==> config.mk <==
export PLATFORM = sky130hd
export DESIGN_NAME = dual_port_ram
export DESIGN_NICKNAME = d
export VERILOG_FILES = /design/src/dual_port_ram.sv
export SDC_FILE = /design/constraint.sdc
export NUM_CORES = 2
export LEC_CHECK = 0
export BUFFER_PORTS_ARGS = -buffer_cell sky130_fd_sc_hd__buf_4
export CAP_MARGIN = 20
export CORE_ASPECT_RATIO = 0.7
export CORE_UTILIZATION = 45
export CTS_CLUSTER_SIZE = 28
export DETAILED_ROUTE_END_ITERATION = 8
export HOLD_SLACK_MARGIN = 0.12
export PLACE_DENSITY_LB_ADDON = 0.25
export SYNTH_ARGS = -nofsm -noshare
export SYNTH_HDL_FRONTEND = slang
export SYNTH_SLANG_ARGS = --single-unit
==> constraint.sdc <==
create_clock -name clk_sys -period 2.7 [get_ports clk_sys]
set_clock_uncertainty 0.2 [all_clocks]
set_input_delay 0.27 -clock clk_sys [delete_from_list [all_inputs] [get_ports clk_sys]]
set_output_delay 0.27 -clock clk_sys [all_outputs]
set_load 0.02 [all_outputs]
==> src/dual_port_ram.sv <==
// generic ram with one write port and one registered read port
`timescale 1ns/10ps
`default_nettype none

module dual_port_ram #(
    parameter int DEPTH = 256,
    parameter int WIDTH = 8
) (
    input  logic                     clk_sys,
    input  logic                     we,
    input  logic [$clog2(DEPTH)-1:0] waddr,
    input  logic [WIDTH-1:0]         wdata,
    input  logic [$clog2(DEPTH)-1:0] raddr,
    output logic [WIDTH-1:0]         rdata
);

    logic [WIDTH-1:0] mem [DEPTH];

    // read data follows the address by one clock
    always_ff @(posedge clk_sys) begin
        if (we) begin
            mem[waddr] <= wdata;
        end
        rdata <= mem[raddr];
    end

endmodule

`default_nettype wire

Yosys cells after proc, flatten, opt, wreduce, memory -nomap -nowiden
Memory sizes are Yosys's and may differ from the RTL's. A register that Yosys moved wholly into a read port is not among the register bits.
Cells that the tools add are included.
Word-level totals
  RAM bits: 2048
  word-level logic and storage cells: 3
  memories: 1
  output and inout bits: 8
  flip-flop bits (word level): 0
  input bits: 26
Cells by class
  muxes and demuxes: 2
Memory list
  mem: depth 256, width 8, read ports 1, clocked after memory_dff 1, write ports 1, line 17  | logic [WIDTH-1:0] mem [DEPTH];
Operators with widths (count)
  2-to-1 mux 1 bit: 2

Depth between registers and ports, before layout
  word-level depth: 2
  mapped depth: 11
  depth with buffers taken out: 6

Worst setup path before layout
No wires, ideal clock.
  path kind: input-to-reg
  start: in raddr[0]
  end: reg rdata[2] (read register of mem)
  setup time: 131 ps
  arrival time: 2077 ps
  cell stages on the path: 9
  buffers on the path: 4
  setup slack: 292 ps
  data required time: 2369 ps
  cell sequence: buf_6 -> buf_12 -> buf_8 -> buf_2 -> mux4_2 -> a22oi_1 -> a21oi_1 -> nor4_1 -> nor4_2
RTL lines
  start, declared: line 13  | input logic [$clog2(DEPTH)-1:0] raddr,
  end, declared: line 14  | output logic [WIDTH-1:0] rdata

==> results.json <==
{
  "post_cts_buffers": 0,
  "antenna_left": 0,
  "fin_ws_ns": 0.02459,
  "vias": 41600,
  "avgSynthCellArea_um2": 21.31,
  "min_period_over_period_pct": 99.09,
  "cp_slowest_stage_delay_ns": 0.63,
  "finalInstanceArea_mm2": 0.09382,
  "worstPathMaxFanout": 1,
  "post-dp-hpwl_mm": 137.2,
  "p_clk_share_pct": 40.1,
  "area_growth_pct": 17.93,
  "power.leakage_nw": 30.27,
  "place_ws_ns": -1.139,
  "cts_buffer_depth": 3,
  "drc_errors": 0,
  "viasPerCell": 5.998,
  "drt_iter0_drc": 5982,
  "htree_levels": 4,
  "critPathKind": "reg -> reg",
  "cts.reportedPaths.clkPinSlew_ns": 0.07,
  "slew_viol_final": 0,
  "grt_max_degree": 104,
  "finalSetupViolCount": 0,
  "cts-buffers-inserted": 183,
  "worst_pin_slew_ns": 0.8947,
  "cts_tree": "done",
  "final_cells": 6935,
  "p_switching_mw": 14.10,
  "die_area_mm2": 0.1785,
  "ys_types": 55,
  "rows": 128,
  "cts.sinks": 2056,
  "wl_per_cell_um": 30.01,
  "grt_pass1_wl_mm": 298.6,
  "rsz0062_at_grt": "false",
  "p_per_area_mw_per_mm2": 695.1,
  "gp_congestion": 0.8648,
  "worstSkewPairLatency_ns": 0.84,
  "place_area_mm2": 0.08757,
  "timing.hold.ws_ns": 0.2503,
  "drt_first_pass_iters": 6,
  "overflow": 0,
  "floorplan.core_area_mm2": 0.1747,
  "p_int_mw": 51.11,
  "setup-tns-final_ns": 0,
  "cp-start-kind": "flop",
  "required_ns": 3.19,
  "combPwrFrac_pct": 5.9,
  "worst_setup_path_end_kind": "flop",
  "root_buffer": "clkbuf_16",
  "grt_pass1_vias": 40640,
  "syn-instance-count": 3733,
  "arrival_ns": 3.16,
  "period_needed_ns": 2.675,
  "grtUsageTotal_pct": 23.36,
  "synth_nets": 3759,
  "dp_cells": 6570,
  "start_util_pct": 45.53,
  "hold_class": "in -> reg",
  "status": "finished clean",
  "synth_seq_cells": 2056,
  "p_sw_share_pct": 21.62,
  "n_fill_cell": 13280,
  "crit_path_cell_trace": "mux4_2 -> a22oi_1 -> a21oi_2 -> nor4_4 -> buf_4 -> nor4_2",
  "async_reset_ff_share_pct": 0,
  "ys.flop_type": "edfxtp_1",
  "die_w_um": 504.6,
  "fmax_ghz": 0.3738,
  "die_h_um": 353.8,
  "peakVddDrop_uv": 632.4,
  "cap_violations": 0,
  "slew_headroom_pct": 40.35,
  "numPortBuffers": 33,
  "drive_gt1_share_pct": 32.00,
  "io_pins": 34,
  "antenna_found_initial": 8,
  "seqCellArea_mm2": 0.06166,
  "synth_area_mm2": 0.07956,
  "synth_edf_count": 2048,
  "finish.net_count": 4466,
  "multi_input_area_mm2": 0.01661,
  "wl_mm": 208.1,
  "seqPwrFrac_pct": 54.0,
  "yosysWarnings": 0,
  "finalHoldViolCount": 0,
  "yosysSeqAreaShare_pct": 77.50,
  "critPathSlowestCell": "nor4_4"
}
cell usage after synthesis (13+ instances only):
| cell type | count | area, µm² |
|---|---|---|
| a211oi_1 | 16 | 120.1 |
| mux2i_1 | 134 | 1341 |
| nor2b_1 | 31 | 193.9 |
| a21oi_1 | 96 | 480.5 |
| clkbuf_1 | 111 | 416.7 |
| nor4_1 | 24 | 150.1 |
| nor2_1 | 282 | 1059 |
| o221ai_1 | 46 | 402.9 |
| a221oi_1 | 13 | 113.9 |
| buf_4 | 27 | 202.7 |
| nand3_1 | 34 | 170.2 |
| o22ai_1 | 28 | 175.2 |
| a22oi_1 | 133 | 998.5 |
| buf_2 | 31 | 155.2 |
| mux4_2 | 454 | 10220 |
| buf_1 | 22 | 82.58 |
| buf_8 | 13 | 195.2 |
| nand2_1 | 33 | 123.9 |
| nor3_1 | 22 | 110.1 |
| edfxtp_1 | 2048 | 61500 |
| buf_6 | 21 | 236.5 |
area by class of cell:
class | count | share of cell area [%]
Tap cell | 2340 | 3.121
Sequential cell | 2056 | 65.72
Clock inverter | 119 | 1.260
Multi-Input combinational cell | 1442 | 17.70
Timing Repair Buffer | 755 | 7.135
Clock buffer | 220 | 5.052
Inverter | 2 | 0.008001
Antenna cell | 1 | 0.002667
layout by cell type, fill, tap and decap left out, types with 22 or more instances in the layout:
master         count
a21oi_1           94
a22oi_1          133
buf_12            71
buf_4            649
clkbuf_1          36
clkbuf_16        184
clkinv_1          50
clkinv_2          27
dlygate4sd3_1     25
edfxtp_1        2048
mux2i_1          134
mux4_2           454
nand2_1           33
nand3_1           32
nor2_1           279
nor2b_1           28
nor3_1            22
o221ai_1          46
o22ai_1           28
kinds of logic after synthesis:
kind of cell	after synthesis	synth area share [%]
AOI/OAI and AO/OA	385	3.419
buffers and inverters	235	1.831
DFF	2056	77.50
muxes	591	14.62
and+or+nand+nor	466	2.628
registers in the layout, indices dropped and copies added (netlist names):
| name | count |
|---|---|
| rdata | 8 |
| mem | 2048 |
per-stage QoR:
stage,power (mW),util [%]
2_1_floorplan,37.62,-
3_5_place_dp,39.72,50.12
3_3_place_gp,39.67,50.11
6_report,65.21,53.70
5_1_grt,66.92,53.70
4_1_cts,65.59,53.68
critical path: cells and delay by family (launching register included):
kind | cells | cell delay [ns]
compound gates | 2 | 0.59
simple gates | 2 | 0.66
mux | 1 | 0.50
flops | 1 | 0.36
buf+inv | 1 | 0.22
layer usage:
metal,track usage (%),up-vias,part of all wire (%)
met2,33.12,2124,44
met5,0,-,0
li1,-,17100,-
met4,5.650,0,1.9
met1,37.31,22130,44
met3,4.217,242,10
repair_timing:
action / CTS / global route
pin swaps: 0 / 1
endpoints found under the hold margin: 2912 / 0
resized for setup: 6 / 5
setup endpoints to repair: 4 / 6
hold buffers: 26 / 0
worst paths after layout:
| check | to | slack [ns] | depth (start not counted) | from |
|---|---|---|---|---|
| setup / recovery | rdata[2]$_DFF_P_ | 0.02 | 6 | mem[47][2]$_DFFE_PP_ |
| hold / removal | mem[80][3]$_DFFE_PP_ | 0.25 | 2 | wdata[3] |
| setup reg to reg | rdata[2]$_DFF_P_ | 0.02 | 6 | mem[47][2]$_DFFE_PP_ |
| hold reg to reg | rdata[3]$_DFF_P_ | 0.85 | 7 | mem[41][3]$_DFFE_PP_ |
power by group through the flow:
stage          clock (mW)  combinational, mW  sequential [mW]
2_1_floorplan           0               1.71             35.9
6_report             26.1               3.86             35.2
5_1_grt              27.7               4.06             35.2
3_5_place_dp            0               3.80             35.9
4_1_cts              26.5               3.86             35.2
3_3_place_gp            0               3.76             35.9
(Power assumes the default switching activity.)
