[config.mk]
export PLATFORM = sky130hd
export DESIGN_NAME = apb_mem_port
export DESIGN_NICKNAME = d
export VERILOG_FILES = /design/src/bus_pkg.sv /design/src/apb_mem_port.sv
export SDC_FILE = /design/constraint.sdc
export NUM_CORES = 1
export LEC_CHECK = 0
export ABC_AREA = 1
export BUFFER_PORTS_ARGS = -buffer_cell sky130_fd_sc_hd__buf_4
export CELL_PAD_IN_SITES_DETAIL_PLACEMENT = 1
export CELL_PAD_IN_SITES_GLOBAL_PLACEMENT = 1
export CORE_MARGIN = 2
export CORE_UTILIZATION = 35
export CTS_CLUSTER_DIAMETER = 50
export DETAILED_ROUTE_END_ITERATION = 16
export GPL_ROUTABILITY_DRIVEN = 0
export PLACE_DENSITY = 0.8
export SYNTH_ARGS = -nofsm -noshare
export SYNTH_HDL_FRONTEND = slang
export SYNTH_SLANG_ARGS = --single-unit
[constraint.sdc]
create_clock -name clk_sys -period 2.95 [get_ports clk_sys]
set_input_delay 0.1475 -clock clk_sys [delete_from_list [all_inputs] [get_ports clk_sys]]
set_output_delay 0.1475 -clock clk_sys [all_outputs]
set_load 0.01 [all_outputs]
[src/bus_pkg.sv]
// apb request struct, host address type and host memory map
`default_nettype none

package bus_pkg;

    // host byte address
    typedef logic [16:0] apb_addr_t;

    // one apb request as driven by the host
    typedef struct packed {
        logic       psel;
        logic       penable;
        logic       pwrite;
        apb_addr_t  paddr;
        logic [7:0] pwdata;
    } apb_req_t;

    // ====================
    // host memory map
    // ====================
    // sprite attribute table with 4 bytes per sprite
    localparam apb_addr_t   ATTR_BASE = 17'h00000;
    localparam int unsigned ATTR_SIZE = 256;
    // palette bank table with 4 bits per entry
    localparam apb_addr_t   BANK_BASE = 17'h00100;
    localparam int unsigned BANK_SIZE = 256;
    // sprite graphics rom
    localparam apb_addr_t   GFX_BASE  = 17'h10000;
    localparam int unsigned GFX_SIZE  = 65536;

endpackage

`default_nettype wire

[src/apb_mem_port.sv]
// apb write slave with address decode into memory write strobes
`timescale 1ns/10ps
`default_nettype none

module apb_mem_port (
    input  logic              clk_sys,
    input  logic              reset,
    input  bus_pkg::apb_req_t apb,
    input  logic              copy_busy,
    output logic              pready,
    output logic              pslverr,
    output logic              attr_we,
    output logic              bank_we,
    output logic              gfx_we,
    output logic [15:0]       waddr,
    output logic [7:0]        wdata
);
    import bus_pkg::*;

    logic      setup;
    logic      access;
    logic      done;
    logic      attr_hit;
    logic      bank_hit;
    logic      gfx_hit;
    logic      attr_sel;
    logic      bank_sel;
    logic      gfx_sel;
    logic      bad_sel;
    apb_addr_t offset;

    function automatic logic in_region(apb_addr_t addr, int unsigned base, int unsigned size);
        return (32'(addr) >= base) && (32'(addr) < base + size);
    endfunction

    assign setup  = apb.psel && !apb.penable;
    assign access = apb.psel && apb.penable;

    always_comb begin
        attr_hit = in_region(apb.paddr, ATTR_BASE, ATTR_SIZE);
        bank_hit = in_region(apb.paddr, BANK_BASE, BANK_SIZE);
        gfx_hit  = in_region(apb.paddr, GFX_BASE, GFX_SIZE);
        if (bank_hit) begin
            offset = apb.paddr - BANK_BASE;
        end else if (gfx_hit) begin
            offset = apb.paddr - GFX_BASE;
        end else begin
            offset = apb.paddr - ATTR_BASE;
        end
    end

    // decode is taken in the setup cycle and held through the access
    always_ff @(posedge clk_sys) begin
        if (reset) begin
            attr_sel <= 1'b0;
            bank_sel <= 1'b0;
            gfx_sel  <= 1'b0;
            bad_sel  <= 1'b0;
        end else if (setup) begin
            attr_sel <= attr_hit;
            bank_sel <= bank_hit;
            gfx_sel  <= gfx_hit;
            bad_sel  <= !(attr_hit || bank_hit || gfx_hit);
        end else if (done) begin
            attr_sel <= 1'b0;
            bank_sel <= 1'b0;
            gfx_sel  <= 1'b0;
            bad_sel  <= 1'b0;
        end
    end

    always_ff @(posedge clk_sys) begin
        if (setup) begin
            waddr <= offset[15:0];
            wdata <= apb.pwdata;
        end
    end

    // attribute table is owned by the copier while it runs
    assign pready  = !(access && attr_sel && copy_busy);
    assign done    = access && pready;
    assign pslverr = done && bad_sel;

    assign attr_we = done && apb.pwrite && attr_sel;
    assign bank_we = done && apb.pwrite && bank_sel;
    assign gfx_we  = done && apb.pwrite && gfx_sel;

endmodule

`default_nettype wire

# ---- Word level (Yosys, flattened, before mapping)
# Index checks and enable logic that the tools add are counted.
dict set report word_totals {
  mem_bits_rw 0
  latch_bits 0
  n_memories 0
  romBits 0
  ff_bits 28
  elab_cells 36
}
dict set report classes {
  order_cmp 4
  n_addsub 2
  n_eq_ne 0
  mul 0
  n_reduce_logical 17
  mux 7
  shifts 0
  n_bitwise 0
  div 0
}
# operator count
set ops {}
lappend ops {{two-way mux 16 bit} 2}
lappend ops {{greater-or-equal comparator 17 bit, second input constant} 1}
lappend ops {{greater-or-equal comparator 17 x 9 -> 1 bit, second input constant} 1}
lappend ops {{< comparator 17 x 10 -> 1 bit, second input constant} 1}
lappend ops {{< comparator 17 x 9 -> 1 bit, second input constant} 1}
lappend ops {{subtractor 16 x 1 -> 16 bit, second input constant} 1}
lappend ops {{subtractor 16 x 9 -> 16 bit, second input constant} 1}
lappend ops {{logical AND 1 bit} 11}
lappend ops {{two-way mux 1 bit} 5}
lappend ops {{zero test 1 bit} 3}
lappend ops {{logical OR 1 bit} 2}
lappend ops {{nonzero test 2 bit} 1}

# ---- Logic depth before layout (Yosys ltp)
dict set report logic_depth {
  depth_word 7
  mapped_depth 8
  depth_no_buf 8
}

# ---- Worst setup path before layout
# Ideal clock, no wire load.
dict set report synth_timing {
  kind {input port to flip-flop}
  from {input apb[27] (netlist bit)}
  to {register gfx_sel}
  t_required_ns 2.833
  path_slack_ns 1.875
  t_arrival_ns 0.959
  path_buffers 0
  cell_stages 5
  setup_ns 0.117
  path_cell_list {inv_1 nor2_4 nor2_2 a22oi_1 nor2_1}
}
# element line_no
set synth_rtl {}
lappend synth_rtl {{from (decl)} apb_mem_port.sv:8} ;# input bus_pkg::apb_req_t apb,
lappend synth_rtl {{logical AND 1 bit *} apb_mem_port.sv:36} ;# assign setup = apb.psel && !apb.penable;
lappend synth_rtl {{via setup} apb_mem_port.sv:20} ;# logic setup;
lappend synth_rtl {{two-way mux 1 bit or nonzero test 2 bit (tied branches)} --}
lappend synth_rtl {{to (signal assigned)} apb_mem_port.sv:62} ;# gfx_sel <= gfx_hit;
lappend synth_rtl {{to (decl)} apb_mem_port.sv:28} ;# logic gfx_sel;
# The timed path passes the listed nets; every way through them passes the cells marked *.
# A chain may end at the register's enable or synchronous reset.

# ---- Worst setup path in the final report
dict set report layout_timing {
  from {input apb[12] (netlist bit)}
  to {register waddr[8] (data pin)}
}
dict set report layout_between {
  elab_chain_cells 3
}
# element line_no
set layout_rtl {}
lappend layout_rtl {{subtractor 16 x 1 -> 16 bit, or another cell as far along} apb_mem_port.sv:46} ;# offset = apb.paddr - GFX_BASE;
lappend layout_rtl {{two-way mux 16 bit or logical AND 1 bit (tied branches)} {apb_mem_port.sv:45, apb_mem_port.sv:33}}
lappend layout_rtl {{two-way mux 16 bit *} apb_mem_port.sv:43} ;# if (bank_hit) begin
lappend layout_rtl {{via offset[8]} apb_mem_port.sv:30} ;# apb_addr_t offset;
lappend layout_rtl {{to (signal assigned)} apb_mem_port.sv:74} ;# waddr <= offset[15:0];
lappend layout_rtl {{to (decl)} apb_mem_port.sv:15} ;# output logic [15:0] waddr,
# Marked as above.

==> impl_metrics.csv <==
group,metric,value,unit
status,outcome,"completed",
sta,max_freq,692,MHz
sta,slew_violations,0,
yosys,synth_area_leaders,"edfxtp_1, dfxtp_1, inv_1, nand2_1, nor2_1",
floorplanning,fp.coreArea,3080,µm²
detailed_routing,wirelength,4430,µm
yosys,syn_nets,124,
finish,fillCellCount,341,
cts,clock_latency,0.33,ns
global_routing,grt_pass1_vias,1049,
yosys,synth.cells.most_frequent,"edfxtp_1, inv_1, nand2_1",
finish,final_cells,215,
detailed_routing,ant_nets,0,
yosys,ys_seq_elements,28,
floorplanning,io_pins,60,
floorplanning,dieArea,3710,µm²
floorplanning,start_util,36.8,%
yosys,synth_compound_area_share,5.30,%
floorplanning,fp.dieH,60.9,µm
cts,cts_hold_buf,13,
sta,rsz0062_at_grt,"false",
cts,cts.sinks,28,
finish,design_area,1830,µm²
global_routing,antenna_found_initial,0,
cts,htree_levels,1,
global_routing,grt_pass1_wl,5490,µm
yosys,ys_types,21,
sta,post-route-period-util,49.0,%
critical_path,crit_path_cell_trace,"dlygate4sd3_1 -> buf_4 -> inv_1 -> nand2_1 -> nor2_1 -> nand2_1 -> nand2_2 -> nand3_2 -> o21ai_0",
finish,areaGrowthSynthToFinish,61.3,%
placement,placement.io_buffers,59,
placement,dpl_cell_area,1630,µm²
cts,cts.repair.resized,0,
yosys,async_flop_share,0,%
finish,drive_gt1_share,43.3,%
detailed_routing,viasPerCell,4.80,
sta,setup_tns,0,ns
cts,numCtsBuffers,3,
yosys,synth_top_family_by_area,"simple AND/OR/NAND/NOR gates",
detailed_routing,num_vias,1032,
yosys,syn_area,1130,µm²
cts,cts_root_buf,"clkbuf_4",
power,leakagePower,0.786,nW
detailed_routing,drt_pass1_iterations,4,
yosys,seq_area_frac_synth,70.7,%
sta,worstMarginPinSlew,0.839,ns
critical_path,worst_path_max_delay_cell,"dlygate4sd3_1",
sta,setup_slack,1.50,ns
placement,place_inst,194,
critical_path,crit_path_max_fanout,4,
critical_path,max_stage_delay,0.57,ns
worst_hold_path,hold_class,"in -> reg",
floorplanning,rows,20,
global_routing,grt_max_degree,30,
finish,diodes,0,
cts,path_clk_slew,0.15,ns
sta,skew,0.000309,ns
cts,clock_path_buffers,2,
yosys,synth-adder-area-share,2.21,%
power,total_power,0.782,mW
yosys,synth_top_flop_cell,"edfxtp_1",
sta,period_minus_slack,1.45,ns
cts,cts_tree,"built",
sta,setup_violations,0,
critical_path,endpoint_kind,"register",
global_routing,grt.overflow.total,0,
placement,dp_hpwl,2620,µm
power,powerDensity,428,nW/µm²
detailed_routing,wl_per_cell,20.6,µm
yosys,synth-edff-count,24,
yosys,synth-xor-area-share,0,%
critical_path,critical_path_class,"in -> reg",
cts,cts_setup_buffers,0,
yosys,synth_simple_gate_area_share,16.5,%
yosys,syn_inst,91,
yosys,yosys_warnings,0,
yosys,synth_top_area_cell,"edfxtp_1",
sta,hold_viol,0,
critical_path,cp.required,3.11,ns
yosys,yosysMostFrequentCell,"edfxtp_1",
run,drv_cap,0,
finish,fin_nets,205,
yosys,netlist.area_leader.share,63.6,%
critical_path,worst_setup_path_start_kind,"primary input",
placement,place_worst_setup_slack,1.52,ns
power,vdd_drop_max,0.000175,V
detailed_routing,drt_first_iter_violations,38,
critical_path,crit_top_cell,"nand2_1",
global_routing,gr-usage-all-layers,21.7,%
yosys,synthMuxAreaShare,0,%
critical_path,cp.arrival,1.60,ns
detailed_routing,drc,0,
floorplanning,fp.dieW,60.9,µm
yosys,avgSynthCellArea,12.4,µm²
sta,relSlewSlack,43.9,%
[final timing paths]
kind | from | endpoint | slack (ns) | cells after the start
worst min-delay path | apb[24] | bad_sel$_SDFFE_PP0P_ | 0.08 | 4
worst max-delay path | apb[12] | waddr[8]$_DFFE_PP_ | 1.50 | 9
worst min register to register | bad_sel$_SDFFE_PP0P_ | bad_sel$_SDFFE_PP0P_ | 0.48 | 2
worst max register to register | attr_sel$_SDFFE_PP0P_ | gfx_sel$_SDFFE_PP0P_ | 1.93 | 4
[routing by layer]
metal | wire length (µm) | GRT usage, % | up-vias
met4 | 193 | 12.7 | 0
met2 | 2340 | 40.7 | 58
met3 | 257 | 3.84 | 14
met1 | 1640 | 22.3 | 497
li1 | - | - | 463
met5 | 0 | 0 | -
[kinds of logic after synthesis]
family	after synthesis
simple gates	35
buf+inv	16
flops	28
compound gates	10
fa+ha+maj	2
[sequential cells by signal, indices dropped and copies added (netlist names)]
signal and count:
waddr 16, wdata 8, attr_sel 1, bad_sel 1, bank_sel 1, gfx_sel 1
[layout by cell type, fill, tap and decap left out, types with 3 or more instances in the layout]
master | synthesis | final
nand2_1 | 12 | 12
edfxtp_1 | 24 | 24
nor2_1 | 9 | 9
nand3_1 | 3 | 3
dfxtp_1 | 4 | 4
a21oi_1 | 3 | 3
buf_4 | 0 | 59
inv_1 | 15 | 15
clkbuf_4 | 0 | 3
dlygate4sd3_1 | 0 | 17
o21ai_1 | 3 | 3
[report_power, final]
group	leakage (nW)	switching (mW)	total, mW	internal, mW
Combinational	0.513	0.0670	0.141	0.0743
Clock	0.0150	0.122	0.175	0.0531
Sequential	0.258	0.0102	0.466	0.456
Total	0.786	0.199	0.782	0.584
[metrics by stage]
stage,hold WS (ns),util (%)
finish,0.0828,59.3
global route,0.0974,59.3
detailed placement,0.327,53.0
floorplan,0.217,-
global placement,0.327,53.0
CTS,0.00486,58.0
[final cells by class]
cell class	instances	area [µm²]	area share, %
inverter	16	60.1	3.29
multi-input combinational	47	272	14.9
timing repair buffer	76	613	33.6
sequential	28	801	43.8
clock buffer	4	26.3	1.44
tap	44	55.1	3.01
[critical path, delay by kind of cell]
kind            cells  cell delay [ns]
compound gates      1             0.14
buf+inv             3             0.79
simple gates        5             0.52
No activity file was read; power rests on OpenSTA's default activity.
