`src/sprite_pkg.sv`:
```
// sprite geometry, tile, pen and pixel types, decoded sprite struct, sprite format constants
`default_nettype none

package sprite_pkg;

    // scanline or x position on the line
    typedef logic [7:0]  line_t;
    // sprite x, wraps at 512
    typedef logic [8:0]  xpos_t;
    typedef logic [8:0]  tile_t;
    // pen 0 is see-through
    typedef logic [3:0]  pen_t;
    typedef logic [3:0]  colour_t;
    // line buffer entry holds bank, colour and pen
    typedef logic [11:0] pixel_t;

    // one entry of the sprite buffer after decode
    typedef struct packed {
        tile_t   tile;
        xpos_t   x;
        line_t   y;
        colour_t colour;
        logic    flip_x;
        logic    flip_y;
    } sprite_t;

    // ====================
    // sprite format
    // ====================
    localparam int    SPRITE_SIZE     = 16;
    // raw y is counted up from the bottom of the screen
    localparam line_t Y_ORIGIN        = 8'd240;
    localparam xpos_t X_ORIGIN        = 9'd128;
    localparam pen_t  TRANSPARENT_PEN = 4'd0;

endpackage

`default_nettype wire

```
`src/sprite_line_renderer.sv`:
```
// line clear, then sprite draw into the line buffer
`timescale 1ns/10ps
`default_nettype none

module sprite_line_renderer #(
    parameter int NUM_SPRITES = 64,
    parameter int LINE_WIDTH  = 256
) (
    input  logic                           clk_sys,
    input  logic                           reset,
    input  logic                           line_start,
    input  sprite_pkg::line_t              line_num,
    output logic [$clog2(NUM_SPRITES)-1:0] buf_raddr,
    input  sprite_pkg::sprite_t            buf_rdata,
    output logic [7:0]                     bank_raddr,
    input  logic [3:0]                     bank_rdata,
    output logic [15:0]                    gfx_raddr,
    input  logic [7:0]                     gfx_rdata,
    output logic                           lb_we,
    output sprite_pkg::line_t              lb_waddr,
    output sprite_pkg::pixel_t             lb_wdata,
    output logic                           line_busy
);
    import sprite_pkg::*;

    localparam int IDX_W = $clog2(NUM_SPRITES);

    typedef enum logic [2:0] {
        IDLE,
        CLEAR,
        FETCH,
        DRAW,
        NEXT
    } state_t;

    state_t           state;
    logic [IDX_W-1:0] spr_idx;
    logic             fetch_wait;
    line_t            clr_x;
    logic [4:0]       col;
    line_t            cur_line;
    line_t            row_diff;
    sprite_t          spr;
    logic [3:0]       row;
    logic [3:0]       frow;
    logic [3:0]       fcol;
    logic             p_valid;
    logic [3:0]       p_col;
    logic             p_hi;
    pen_t             pen;
    xpos_t            px;
    logic             draw_pix;

    // ====================
    // control
    // ====================
    always_ff @(posedge clk_sys) begin
        if (reset) begin
            state      <= IDLE;
            spr_idx    <= '0;
            fetch_wait <= 1'b0;
            clr_x      <= '0;
            col        <= '0;
            p_valid    <= 1'b0;
        end else begin
            // a column issued now is written next cycle
            p_valid <= (state == DRAW) && (col < 5'(SPRITE_SIZE));
            case (state)
                IDLE: begin
                    if (line_start) begin
                        clr_x <= '0;
                        state <= CLEAR;
                    end
                end
                CLEAR: begin
                    clr_x <= clr_x + 1'b1;
                    if (clr_x == line_t'(LINE_WIDTH - 1)) begin
                        spr_idx    <= '0;
                        fetch_wait <= 1'b0;
                        state      <= FETCH;
                    end
                end
                FETCH: begin
                    // first cycle waits for the buffer read
                    fetch_wait <= 1'b1;
                    if (fetch_wait) begin
                        fetch_wait <= 1'b0;
                        col        <= '0;
                        if (row_diff < line_t'(SPRITE_SIZE)) begin
                            state <= DRAW;
                        end else begin
                            state <= NEXT;
                        end
                    end
                end
                DRAW: begin
                    col <= col + 1'b1;
                    if (col == 5'(SPRITE_SIZE)) begin
                        state <= NEXT;
                    end
                end
                NEXT: begin
                    if (spr_idx == IDX_W'(NUM_SPRITES - 1)) begin
                        state <= IDLE;
                    end else begin
                        spr_idx <= spr_idx + 1'b1;
                        state   <= FETCH;
                    end
                end
                default: state <= IDLE;
            endcase
        end
    end

    always_ff @(posedge clk_sys) begin
        if (state == IDLE && line_start) begin
            cur_line <= line_num;
        end
        if (state == FETCH && fetch_wait) begin
            spr <= buf_rdata;
            row <= row_diff[3:0];
        end
        p_col <= col[3:0];
        p_hi  <= fcol[0];
    end

    // ====================
    // graphics addressing
    // ====================
    assign row_diff = cur_line - buf_rdata.y;
    assign fcol     = spr.flip_x ? 4'(SPRITE_SIZE - 1) - col[3:0] : col[3:0];
    assign frow     = spr.flip_y ? 4'(SPRITE_SIZE - 1) - row : row;

    assign buf_raddr  = spr_idx;
    assign gfx_raddr  = {fcol[1], spr.tile, frow, fcol[3:2]};
    // two tiles share one palette bank entry
    assign bank_raddr = spr.tile[8:1];

    // pixel write lags the address by one cycle
    assign pen      = p_hi ? gfx_rdata[7:4] : gfx_rdata[3:0];
    assign px       = spr.x + xpos_t'(p_col);
    assign draw_pix = p_valid && (px < LINE_WIDTH) && (pen != TRANSPARENT_PEN);

    assign lb_we     = (state == CLEAR) || draw_pix;
    assign lb_waddr  = (state == CLEAR) ? clr_x : line_t'(px[7:0]);
    assign lb_wdata  = (state == CLEAR) ? '0 : {bank_rdata, spr.colour, pen};
    assign line_busy = (state != IDLE);

endmodule

`default_nettype wire

```
`config.mk`:
```
export PLATFORM = sky130hd
export DESIGN_NAME = sprite_line_renderer
export DESIGN_NICKNAME = d
export VERILOG_FILES = /design/src/sprite_pkg.sv /design/src/sprite_line_renderer.sv
export SDC_FILE = /design/constraint.sdc
export NUM_CORES = 1
export LEC_CHECK = 0
export ABC_CLOCK_PERIOD_IN_PS = 3100
export BUFFER_PORTS_ARGS = -buffer_cell sky130_fd_sc_hd__buf_2
export CORE_MARGIN = 2
export CORE_UTILIZATION = 46
export DETAILED_ROUTE_END_ITERATION = 12
export PLACE_DENSITY_LB_ADDON = 0.3
export SETUP_SLACK_MARGIN = 0.05
export SLEW_MARGIN = 10
export SYNTH_ARGS = -nofsm -noshare
export SYNTH_HDL_FRONTEND = slang
export SYNTH_SLANG_ARGS = --single-unit
```
`constraint.sdc`:
```
create_clock -name clk_sys -period 3.1 [get_ports clk_sys]
set_input_delay 0.31 -clock clk_sys [delete_from_list [all_inputs] [get_ports clk_sys]]
set_output_delay 0.31 -clock clk_sys [all_outputs]
set_load 0.02 [all_outputs]
```
# Word-level counts from Yosys, hierarchy flattened

Index checks and enable logic that the tools add are counted.

Add/subtract/negate cells: 7
Magnitude comparators: 3
Equal/unequal tests: 12
Muxes and demuxes: 22
Reductions and logical operators: 18

Operators by type and width:

| cell                | number |
|---|---|
| $mux 8              | 2 |
| $pmux 8 s2          | 1 |
| $mux 3              | 5 |
| $pmux 3 s5          | 1 |
| $mux 12             | 1 |
| $mux 4              | 3 |
| $mux 6              | 2 |
| $pmux 6 s2          | 1 |
| $pmux 5 s2          | 1 |
| $add 9x4->9         | 1 |
| $lt 9x9->1 const B  | 1 |
| $add 8x1->8 const B | 1 |
| $eq 8x8->1 const B  | 1 |
| $lt 8x5->1 const B  | 1 |
| $ne 2x2->1 const B  | 4 |
| $reduce_bool 2->1   | 4 |
| $sub 4x4->4 const A | 2 |
| $sub 8x8->8         | 1 |
| $add 6x1->6 const B | 1 |
| $eq 3x2->1 const B  | 2 |
| $eq 6x6->1 const B  | 1 |
| $reduce_and 2->1    | 3 |
| $add 5x1->5 const B | 1 |
| $eq 5x5->1 const B  | 1 |
| other kinds (15)    | 20 |

Bits in registers: 65
Input port bits: 55
Output and inout port bits: 52
Word-level logic and storage cells: 77

# Longest topological paths before layout

Gate-level depths: netlist of the first run.

Depth after elaboration: 5
Mapped depth: 9
Depth with buffers taken out: 9

# Least setup slack after synthesis of the first run

No wires, ideal clock.

Kind: register -> register
Start: register state[1]
End: register spr (netlist bit bank_raddr[0]), enable pin
Arrival time: 2.791 ns
Data required time: 2.644 ns
Path slack: -0.148 ns
Cell stages (with the launch flop): 4
Buffers on the path: 1
Cells stage by stage: dfxtp_1 -> buf_2 -> nand2_1 -> nor3b_1

Longest elaborated chain between the ends: 2

RTL lines:

| what                   | RTL line                    | text |
|---|---|---|
| from (decl)            | sprite_line_renderer.sv:36  | `state_t state;` |
| from (signal assigned) | sprite_line_renderer.sv:59  | `state <= IDLE;` |
| from (signal assigned) | sprite_line_renderer.sv:72  | `state <= CLEAR;` |
| from (signal assigned) | sprite_line_renderer.sv:80  | `state <= FETCH;` |
| $eq 3x2->1             | sprite_line_renderer.sv:119 | `if (state == FETCH && fetch_wait) begin` |
| $logic_and 1x1->1      | sprite_line_renderer.sv:119 |  |
| to (signal assigned)   | sprite_line_renderer.sv:120 | `spr <= buf_rdata;` |
| to (decl)              | sprite_line_renderer.sv:43  | `sprite_t spr;` |

No other way between the ends.
A chain may end at the register's enable or synchronous reset.

# Worst setup path after layout of the first run

Start: register spr[14] (netlist bit)
End: output lb_we

Longest elaborated chain between the ends: 5

RTL lines:

| what                            | RTL line                    | text |
|---|---|---|
| $add 9x4->9                     | sprite_line_renderer.sv:141 | `assign px = spr.x + xpos_t'(p_col);` |
| $lt 9x9->1                      | sprite_line_renderer.sv:142 | `assign draw_pix = p_valid && (px < LINE_WIDTH) && (pen != TRANSPARENT_PEN);` |
| $logic_and 1x1->1 (2 in series) | sprite_line_renderer.sv:142 |  |
| $logic_or 1x1->1                | sprite_line_renderer.sv:144 | `assign lb_we = (state == CLEAR) \|\| draw_pix;` |
| to (decl)                       | sprite_line_renderer.sv:19  | `output logic lb_we,` |

No other way between the ends.

==> summary.txt, run 1 <==
Synth Area in XOR/XNOR -> 0.0568
Mean Syn Cell Area -> 10.2 um2
Die W -> 89.8 um
Worst setup SP type -> flip-flop
Synth area leaders -> edfxtp_1 32%, dfxtp_1 17%, ha_1 5.2%
Clk sinks -> 65
Final cell count without fillers -> 525
Final worst path period share -> 0.894
CTS Buffer Depth -> 2
Min cycle time layout -> 2.77 ns
CTS tree -> yes
GRT Residual Overflow -> 0
Crit path kind -> reg -> out
Rows -> 31
Leak Pwr -> 1.75 nW
Number of global-route vias before repair -> 2630
Gate Count Post-Synth -> 332
Die Ht -> 89.8 um
R2R depth -> 5
WHS Path Cells -> 1
Synthesis-to-finish area growth -> 20.0%
Synth Area in Simple Gates -> 0.169
Yosys top cell by area -> edfxtp_1
Asr flop ratio synth -> 0
Vias/cell -> 5.15
Layout cells sized above 1 -> 0.293
Maxcap violations -> 0
ANT nets after route -> 0
Hold buffer count at CTS -> 0
Highest Signal Layer -> met4
DRC -> 0
Compound-Gate Fraction of Synth Area -> 0.132
Worst Hold Path EP -> cur_line[7]
Final hold vios -> 0
Synthesized Nets -> 403
HP Start -> line_num[7]
Final core utilization -> 0.567
R2r setup slk -> 0.75 ns
FF-to-FF Start -> state[0]
Netlist cell types -> 53
Antenna cells -> 0
DRT met1 WL -> 2970 um
Initial DRC Count -> 138
Final WS setup -> 0.330 ns
Met2 wire len -> 3400 um
IO Port Bufs -> 106
CTS root buffer -> clkbuf_8
DP Wirelength -> 5240 um
Area share of fa/ha/maj cells after synthesis -> 0.0635
VDD IR max -> 0.260 mV
Mux cell area share after synthesis -> 0.0177
Final setup viols -> 0
Placer Congestion -> 0.872
Least-Margin Pin Slew -> 0.740 ns
Gr usage total -> 0.179
Clk_skew -> 0.00516 ns
Met3 wire length -> 437 um
Core Area -> 7180 um2
Worst-path clk slew -> 0.06 ns
H-tree levels -> 3
Final Max Slew Viols -> 0
Initial Util -> 0.472
# IOs -> 107
Routed WL per cell -> 13.2 um
Number of synthesized flops with an enable pin -> 36
Fmax achieved -> 361 MHz
Reg2reg end -> buf_raddr[5]
Hold slack final -> 0.154 ns
Maximum fanout along the worst path -> 3
Global-route wire length before repair -> 11600 um
Final Net Count -> 492
Full die area -> 8070 um2
RSZ-0062 raised after global routing -> no
Post-CTS Setup Bufs -> 0
DP Cell Count -> 509
Largest net degree at the start of global routing -> 22
Worst-Skew Late Latency -> 0.33 ns
Sequential share of the synthesized area -> 0.490
Pre-Repair DR Iteration Count -> 4
Synth Warn # -> 0
Worst min-delay path class -> in -> reg
Power per Cell Area -> 428 nW/um2
WP data arrival -> 2.46 ns
Slew HR -> 0.494
Vias -> 2703
Placement Setup Slack -> 0.697 ns
Worst Path Required -> 2.79 ns
Largest family of logic cells by synthesized area -> simple AND/OR/NAND/NOR gates
Final wirelength -> 6910 um
Crit path capture type -> primary output
Synth Register Bits -> 65
Antenna violations before repair -> 0
Setup TNS -> 0 ns
Outcome -> finished clean
Most used DFF post-synth -> edfxtp_1
Synth Cell Area -> 3390 um2
Post-synth top area share -> 0.319
Post-CTS sizing -> 0
CTS buffer count -> 9
## cells in the mapped netlist (all sizes together) (3+ instances only)
library cell,instances
a2111oi,4
a21o,4
a21oi,19
and2,11
buf,23
clkbuf,7
dfxtp,29
edfxtp,36
ha,14
inv,13
mux2i,6
nand2,27
nand3,5
nand4,3
nor2,33
nor2b,4
nor3,10
o211ai,3
o21ai,17
o31a,3
or2,3
or4,3
xnor2,4
xor2,18
## logic make-up (layout without fill, tap and decap cells)
| family | after synthesis | in the layout |
|---|---|---|
| buf+inv | 43 | 137 |
| mux | 6 | 6 |
| xor+xnor | 22 | 22 |
| flops | 65 | 65 |
| compound gates | 67 | 67 |
| fa+ha+maj | 16 | 16 |
| simple gates | 113 | 113 |
## registers in the layout (all words and copies together) (netlist names)
| signal | count |
|---|---|
| bank_raddr | 8 |
| col | 5 |
| buf_raddr | 6 |
| cur_line | 8 |
| p_valid | 1 |
| p_hi | 1 |
| fetch_wait | 1 |
| gfx_raddr | 1 |
| spr | 15 |
| p_col | 4 |
| row | 4 |
| clr_x | 8 |
| state | 3 |
## routing by layer
layer,GRT usage,vias to the layer above
li1,-,1351
met3,0.0654,7
met5,0,-
met4,0.0641,0
met2,0.301,92
met1,0.213,1253
## how the worst max path moves through the flow
stage          cells after the start  slack (ns)    end    start
2_1_floorplan                      7        0.65  lb_we  spr[14]
3_3_place_gp                       8        0.73  lb_we  spr[14]
3_5_place_dp                       8        0.70  lb_we  spr[14]
4_1_cts                            8        0.32  lb_we  spr[14]
5_1_grt                            8        0.11  lb_we  spr[14]
6_report                           8        0.33  lb_we  spr[14]
## where the power goes
part	internal (mW)	switching [mW]	leakage, nW
Clock	0.336	0.286	0.0850
Combinational	0.0813	0.107	1.10
Sequential	0.920	0.00885	0.562
## critical path, stage by stage (launching register included)
cell	delay, ns
edfxtp_1	0.38
ha_1	0.23
fa_1	0.41
a21o_1	0.17
a21oi_1	0.28
nor3_1	0.11
xor2_1	0.15
o31ai_1	0.19
buf_2	0.20
## final cells by class
class / count / area (um2)
sequential: 65 / 1660
timing repair buffer: 108 / 558
tap: 99 / 124
multi-input combinational: 224 / 1510
clock buffer: 16 / 170
fill: 653 / 3110
inverter: 13 / 48.8
## cell usage in the layout, fill, tap and decap left out, drive strengths merged, types with 5 or more instances in the layout
master | Yosys | layout
edfxtp | 36 | 36
nor2 | 33 | 33
clkbuf | 7 | 16
o21ai | 17 | 17
buf | 23 | 108
ha | 14 | 14
nand3 | 5 | 5
nand2 | 27 | 27
nor3 | 10 | 10
a21oi | 19 | 19
dfxtp | 29 | 29
mux2i | 6 | 6
inv | 13 | 13
and2 | 11 | 11
xor2 | 18 | 18
## through the flow
| stage | power (mW) | instance area [um2] |
|---|---|---|
| after floorplan | 1.06 | 3390 |
| after global placement | 1.13 | 3900 |
| after detailed placement | 1.14 | 3900 |
| after CTS | 1.76 | 4070 |
| after global routing | 1.82 | 4070 |
| final | 1.74 | 4070 |
(Power assumes the default switching activity.)
==> run 2: changes to the inputs <==
ABC_CLOCK_PERIOD_IN_PS = unset   (was 3100)
CORE_UTILIZATION = 48   (was 46)
CTS_BUF_LIST = sky130_fd_sc_hd__clkbuf_8   (was unset)
==> run 2 against run 1 <==
  * Utilization up 3.5 points
  * Cell count down 0.57%
  * Flip-flop and latch count unchanged
  * Critical path type unchanged
  * Clock power up 36%
  * Largest power group unchanged
  * Highest routed layer unchanged
  * Critical endpoint unchanged
  * Count of clock-buffer cells in the layout down 7
  * Via count down 0.96%
==> summary.txt, run 2 (synthesis gave the netlist of run 1 again) <==
Commonest non-fill, non-tap cell in the layout -> buf_2 (unchanged)
FF-to-FF Start -> state[0] (unchanged)
ANT nets after route -> 0 (unchanged)
Worst-path clk slew -> 0.07 ns (was 0.06 ns)
Worst min-delay path class -> in -> reg (unchanged)
Outcome -> finished clean (unchanged)
R2R depth -> 5 (unchanged)
Post-CTS sizing -> 0 (unchanged)
Placement Setup Slack -> 0.725 ns (was 0.697 ns)
Worst Path Required -> 2.79 ns (about the same)
Die Ht -> 88.0 um (was 89.8 um)
Clk_skew -> 0.00379 ns (was 0.00516 ns)
Core Area -> 6830 um2 (was 7180 um2)
Pre-Repair DR Iteration Count -> 6 (was 4)
Antenna violations before repair -> 0 (unchanged)
Fmax achieved -> 364 MHz (was 361 MHz)
Hold buffer count at CTS -> 0 (unchanged)
Rows -> 30 (was 31)
Placer Congestion -> 0.833 (was 0.872)
Clock power frac -> 0.430 (was 0.358)
DP Wirelength -> 4940 um (was 5240 um)
Final wirelength -> 6890 um (was 6910 um)
CTS buffer count -> 9 (unchanged)
Initial DRC Count -> 117 (was 138)
Full die area -> 7750 um2 (was 8070 um2)
Gr usage total -> 0.187 (was 0.179)
CTS Buffer Depth -> 2 (unchanged)
Critical-path cell list -> ha_1 > fa_1 > a21o_1 > a21oi_1 > nor3_1 > xor2_1 > o31ai_1 > buf_2 (unchanged)
DRC -> 0 (unchanged)
WP data arrival -> 2.44 ns (was 2.46 ns)
Slew HR -> 0.532 (was 0.494)
Worst setup SP type -> flip-flop (unchanged)
Critical path endpoint -> lb_we (unchanged)
Crit path capture type -> primary output (unchanged)
Power per Cell Area -> 477 nW/um2 (was 428 nW/um2)
CP delay by family, top -> adder cells (was compound AO/OA/AOI/OAI gates)
HP Start -> buf_rdata[23] (was line_num[7])
Final Net Count -> 492 (unchanged)
Worst-Skew Late Latency -> 0.34 ns (was 0.33 ns)
Max incr delay on CP -> 0.42 ns (was 0.41 ns)
Maxcap violations -> 0 (unchanged)
Antenna cells -> 0 (unchanged)
Final worst path period share -> 0.886 (was 0.894)
# fillers -> 625 (was 653)
Stages on worst setup path -> 8 (unchanged)
Switching Fraction -> 0.221 (was 0.231)
Largest net degree at the start of global routing -> 22 (unchanged)
Leak Pwr -> 1.78 nW (was 1.75 nW)
H-tree levels -> 3 (unchanged)
R2r setup slk -> 0.76 ns (was 0.75 ns)
Layout cells sized above 1 -> 0.303 (was 0.293)
Final setup viols -> 0 (unchanged)
Die W -> 88.0 um (was 89.8 um)
Synthesis-to-finish area growth -> 21.4% (was 20.0%)
Vias/cell -> 5.13 (was 5.15)
Maximum fanout along the worst path -> 3 (unchanged)
Min cycle time layout -> 2.75 ns (was 2.77 ns)
Least-Margin Pin Slew -> 0.685 ns (was 0.740 ns)
Final hold vios -> 0 (unchanged)
Setup TNS -> 0 ns (unchanged)
Max FFs per register -> 15 (unchanged)
CTS root buffer -> clkbuf_8 (unchanged)
Seq pwr share -> 0.473 (was 0.534)
Global-route wire length before repair -> 11200 um (was 11600 um)
Psw -> 433 uW (was 402 uW)
Final Max Slew Viols -> 0 (unchanged)
VDD IR max -> 0.338 mV (was 0.260 mV)
Clk sinks -> 65 (unchanged)
Routed WL per cell -> 13.2 um (about the same)
Reg2reg end -> buf_raddr[4] (was buf_raddr[5])
Number of global-route vias before repair -> 2556 (was 2630)
CTS tree -> yes (unchanged)
Crit path kind -> reg -> out (unchanged)
CP startpoint -> spr[14] (unchanged)
# IOs -> 107 (unchanged)
Post-CTS Setup Bufs -> 0 (unchanged)
RSZ-0062 raised after global routing -> no (unchanged)
Largest reg by FF count -> spr (unchanged)
Final WS setup -> 0.352 ns (was 0.330 ns)
CP max stage cell -> fa_1 (unchanged)
GRT Residual Overflow -> 0 (unchanged)
IO Port Bufs -> 106 (unchanged)
Initial Util -> 0.496 (was 0.472)
Buffers plus inverters on the worst setup path -> 1 (unchanged)
Pint -> 1.53 mW (was 1.34 mW)
Commonest cells after routing, fill and taps aside -> 106 x buf_2, 36 x edfxtp_1, 33 x nor2_1 (unchanged)
Combinational share of power -> 0.097 (was 0.108)
Vias -> 2677 (was 2703)
## run 2: cell types whose count changed in the layout (fill, tap and decap cells not counted), sizes merged
cell,change
bufinv,+3
clkbuf,-7
clkinv,+4
## run 2: worst register-to-register path: cells and delay by family (launching register included)
family | cells | cell delay [ns]
flip-flops | 1 | 0.71
XOR/XNOR | 1 | 0.16
AO/OA/AOI/OAI | 1 | 0.19
AND/OR/NAND/NOR | 3 | 1.17
## run 2: cell type report
class                           instances  area, um2  share of cell area
Timing Repair Buffer                  108        546               0.133
Clock inverter                          7        109              0.0265
Tap cell                               96        120              0.0292
Sequential cell                        65       1660               0.404
Clock buffer                            9        124              0.0301
Multi-Input combinational cell        224       1510               0.366
Inverter                               13       48.8              0.0119
## run 2: layer usage
metal  routed length [um]  GRT usage  vias up  part of all wire
li1                     -          -     1347                 -
met4                  123     0.0702        0             0.018
met1                 3080      0.219     1220              0.45
met2                 3260      0.322       94              0.47
met5                    0          0        -                 0
met3                  422     0.0566       16             0.061
## run 2: worst min-delay path by stage
| stage | end | slack (ns) | cells past startpoint |
|---|---|---|---|
| 6_report | gfx_raddr[6] | 0.14 | 1 |
| 5_1_grt | spr[21] | 0.12 | 1 |
| 4_1_cts | spr[21] | 0.12 | 1 |
| 3_5_place_dp | p_col[1] | 0.45 | 0 |
| 3_3_place_gp | p_col[1] | 0.44 | 0 |
| 2_1_floorplan | p_col[1] | 0.40 | 0 |
## run 2: stage by stage
stage | area, um2 | total power, mW | hold slack [ns] | util | std cells
after floorplan | 3390 | 1.06 | 0.399 | - | 332
after global placement | 3880 | 1.13 | 0.440 | 0.568 | 506
after detailed placement | 3880 | 1.14 | 0.448 | 0.568 | 506
after CTS | 4110 | 1.98 | 0.124 | 0.602 | 522
after global routing | 4110 | 2.04 | 0.119 | 0.602 | 522
final | 4110 | 1.96 | 0.136 | 0.602 | 522
## run 2: power groups by stage
| stage | combinational (mW) | sequential [mW] | clock [mW] |
|---|---|---|---|
| after floorplan | 0.121 | 0.943 | 0 |
| after global placement | 0.184 | 0.947 | 0 |
| after detailed placement | 0.188 | 0.947 | 0 |
| after CTS | 0.191 | 0.928 | 0.866 |
| after global routing | 0.212 | 0.929 | 0.896 |
| final | 0.190 | 0.928 | 0.843 |
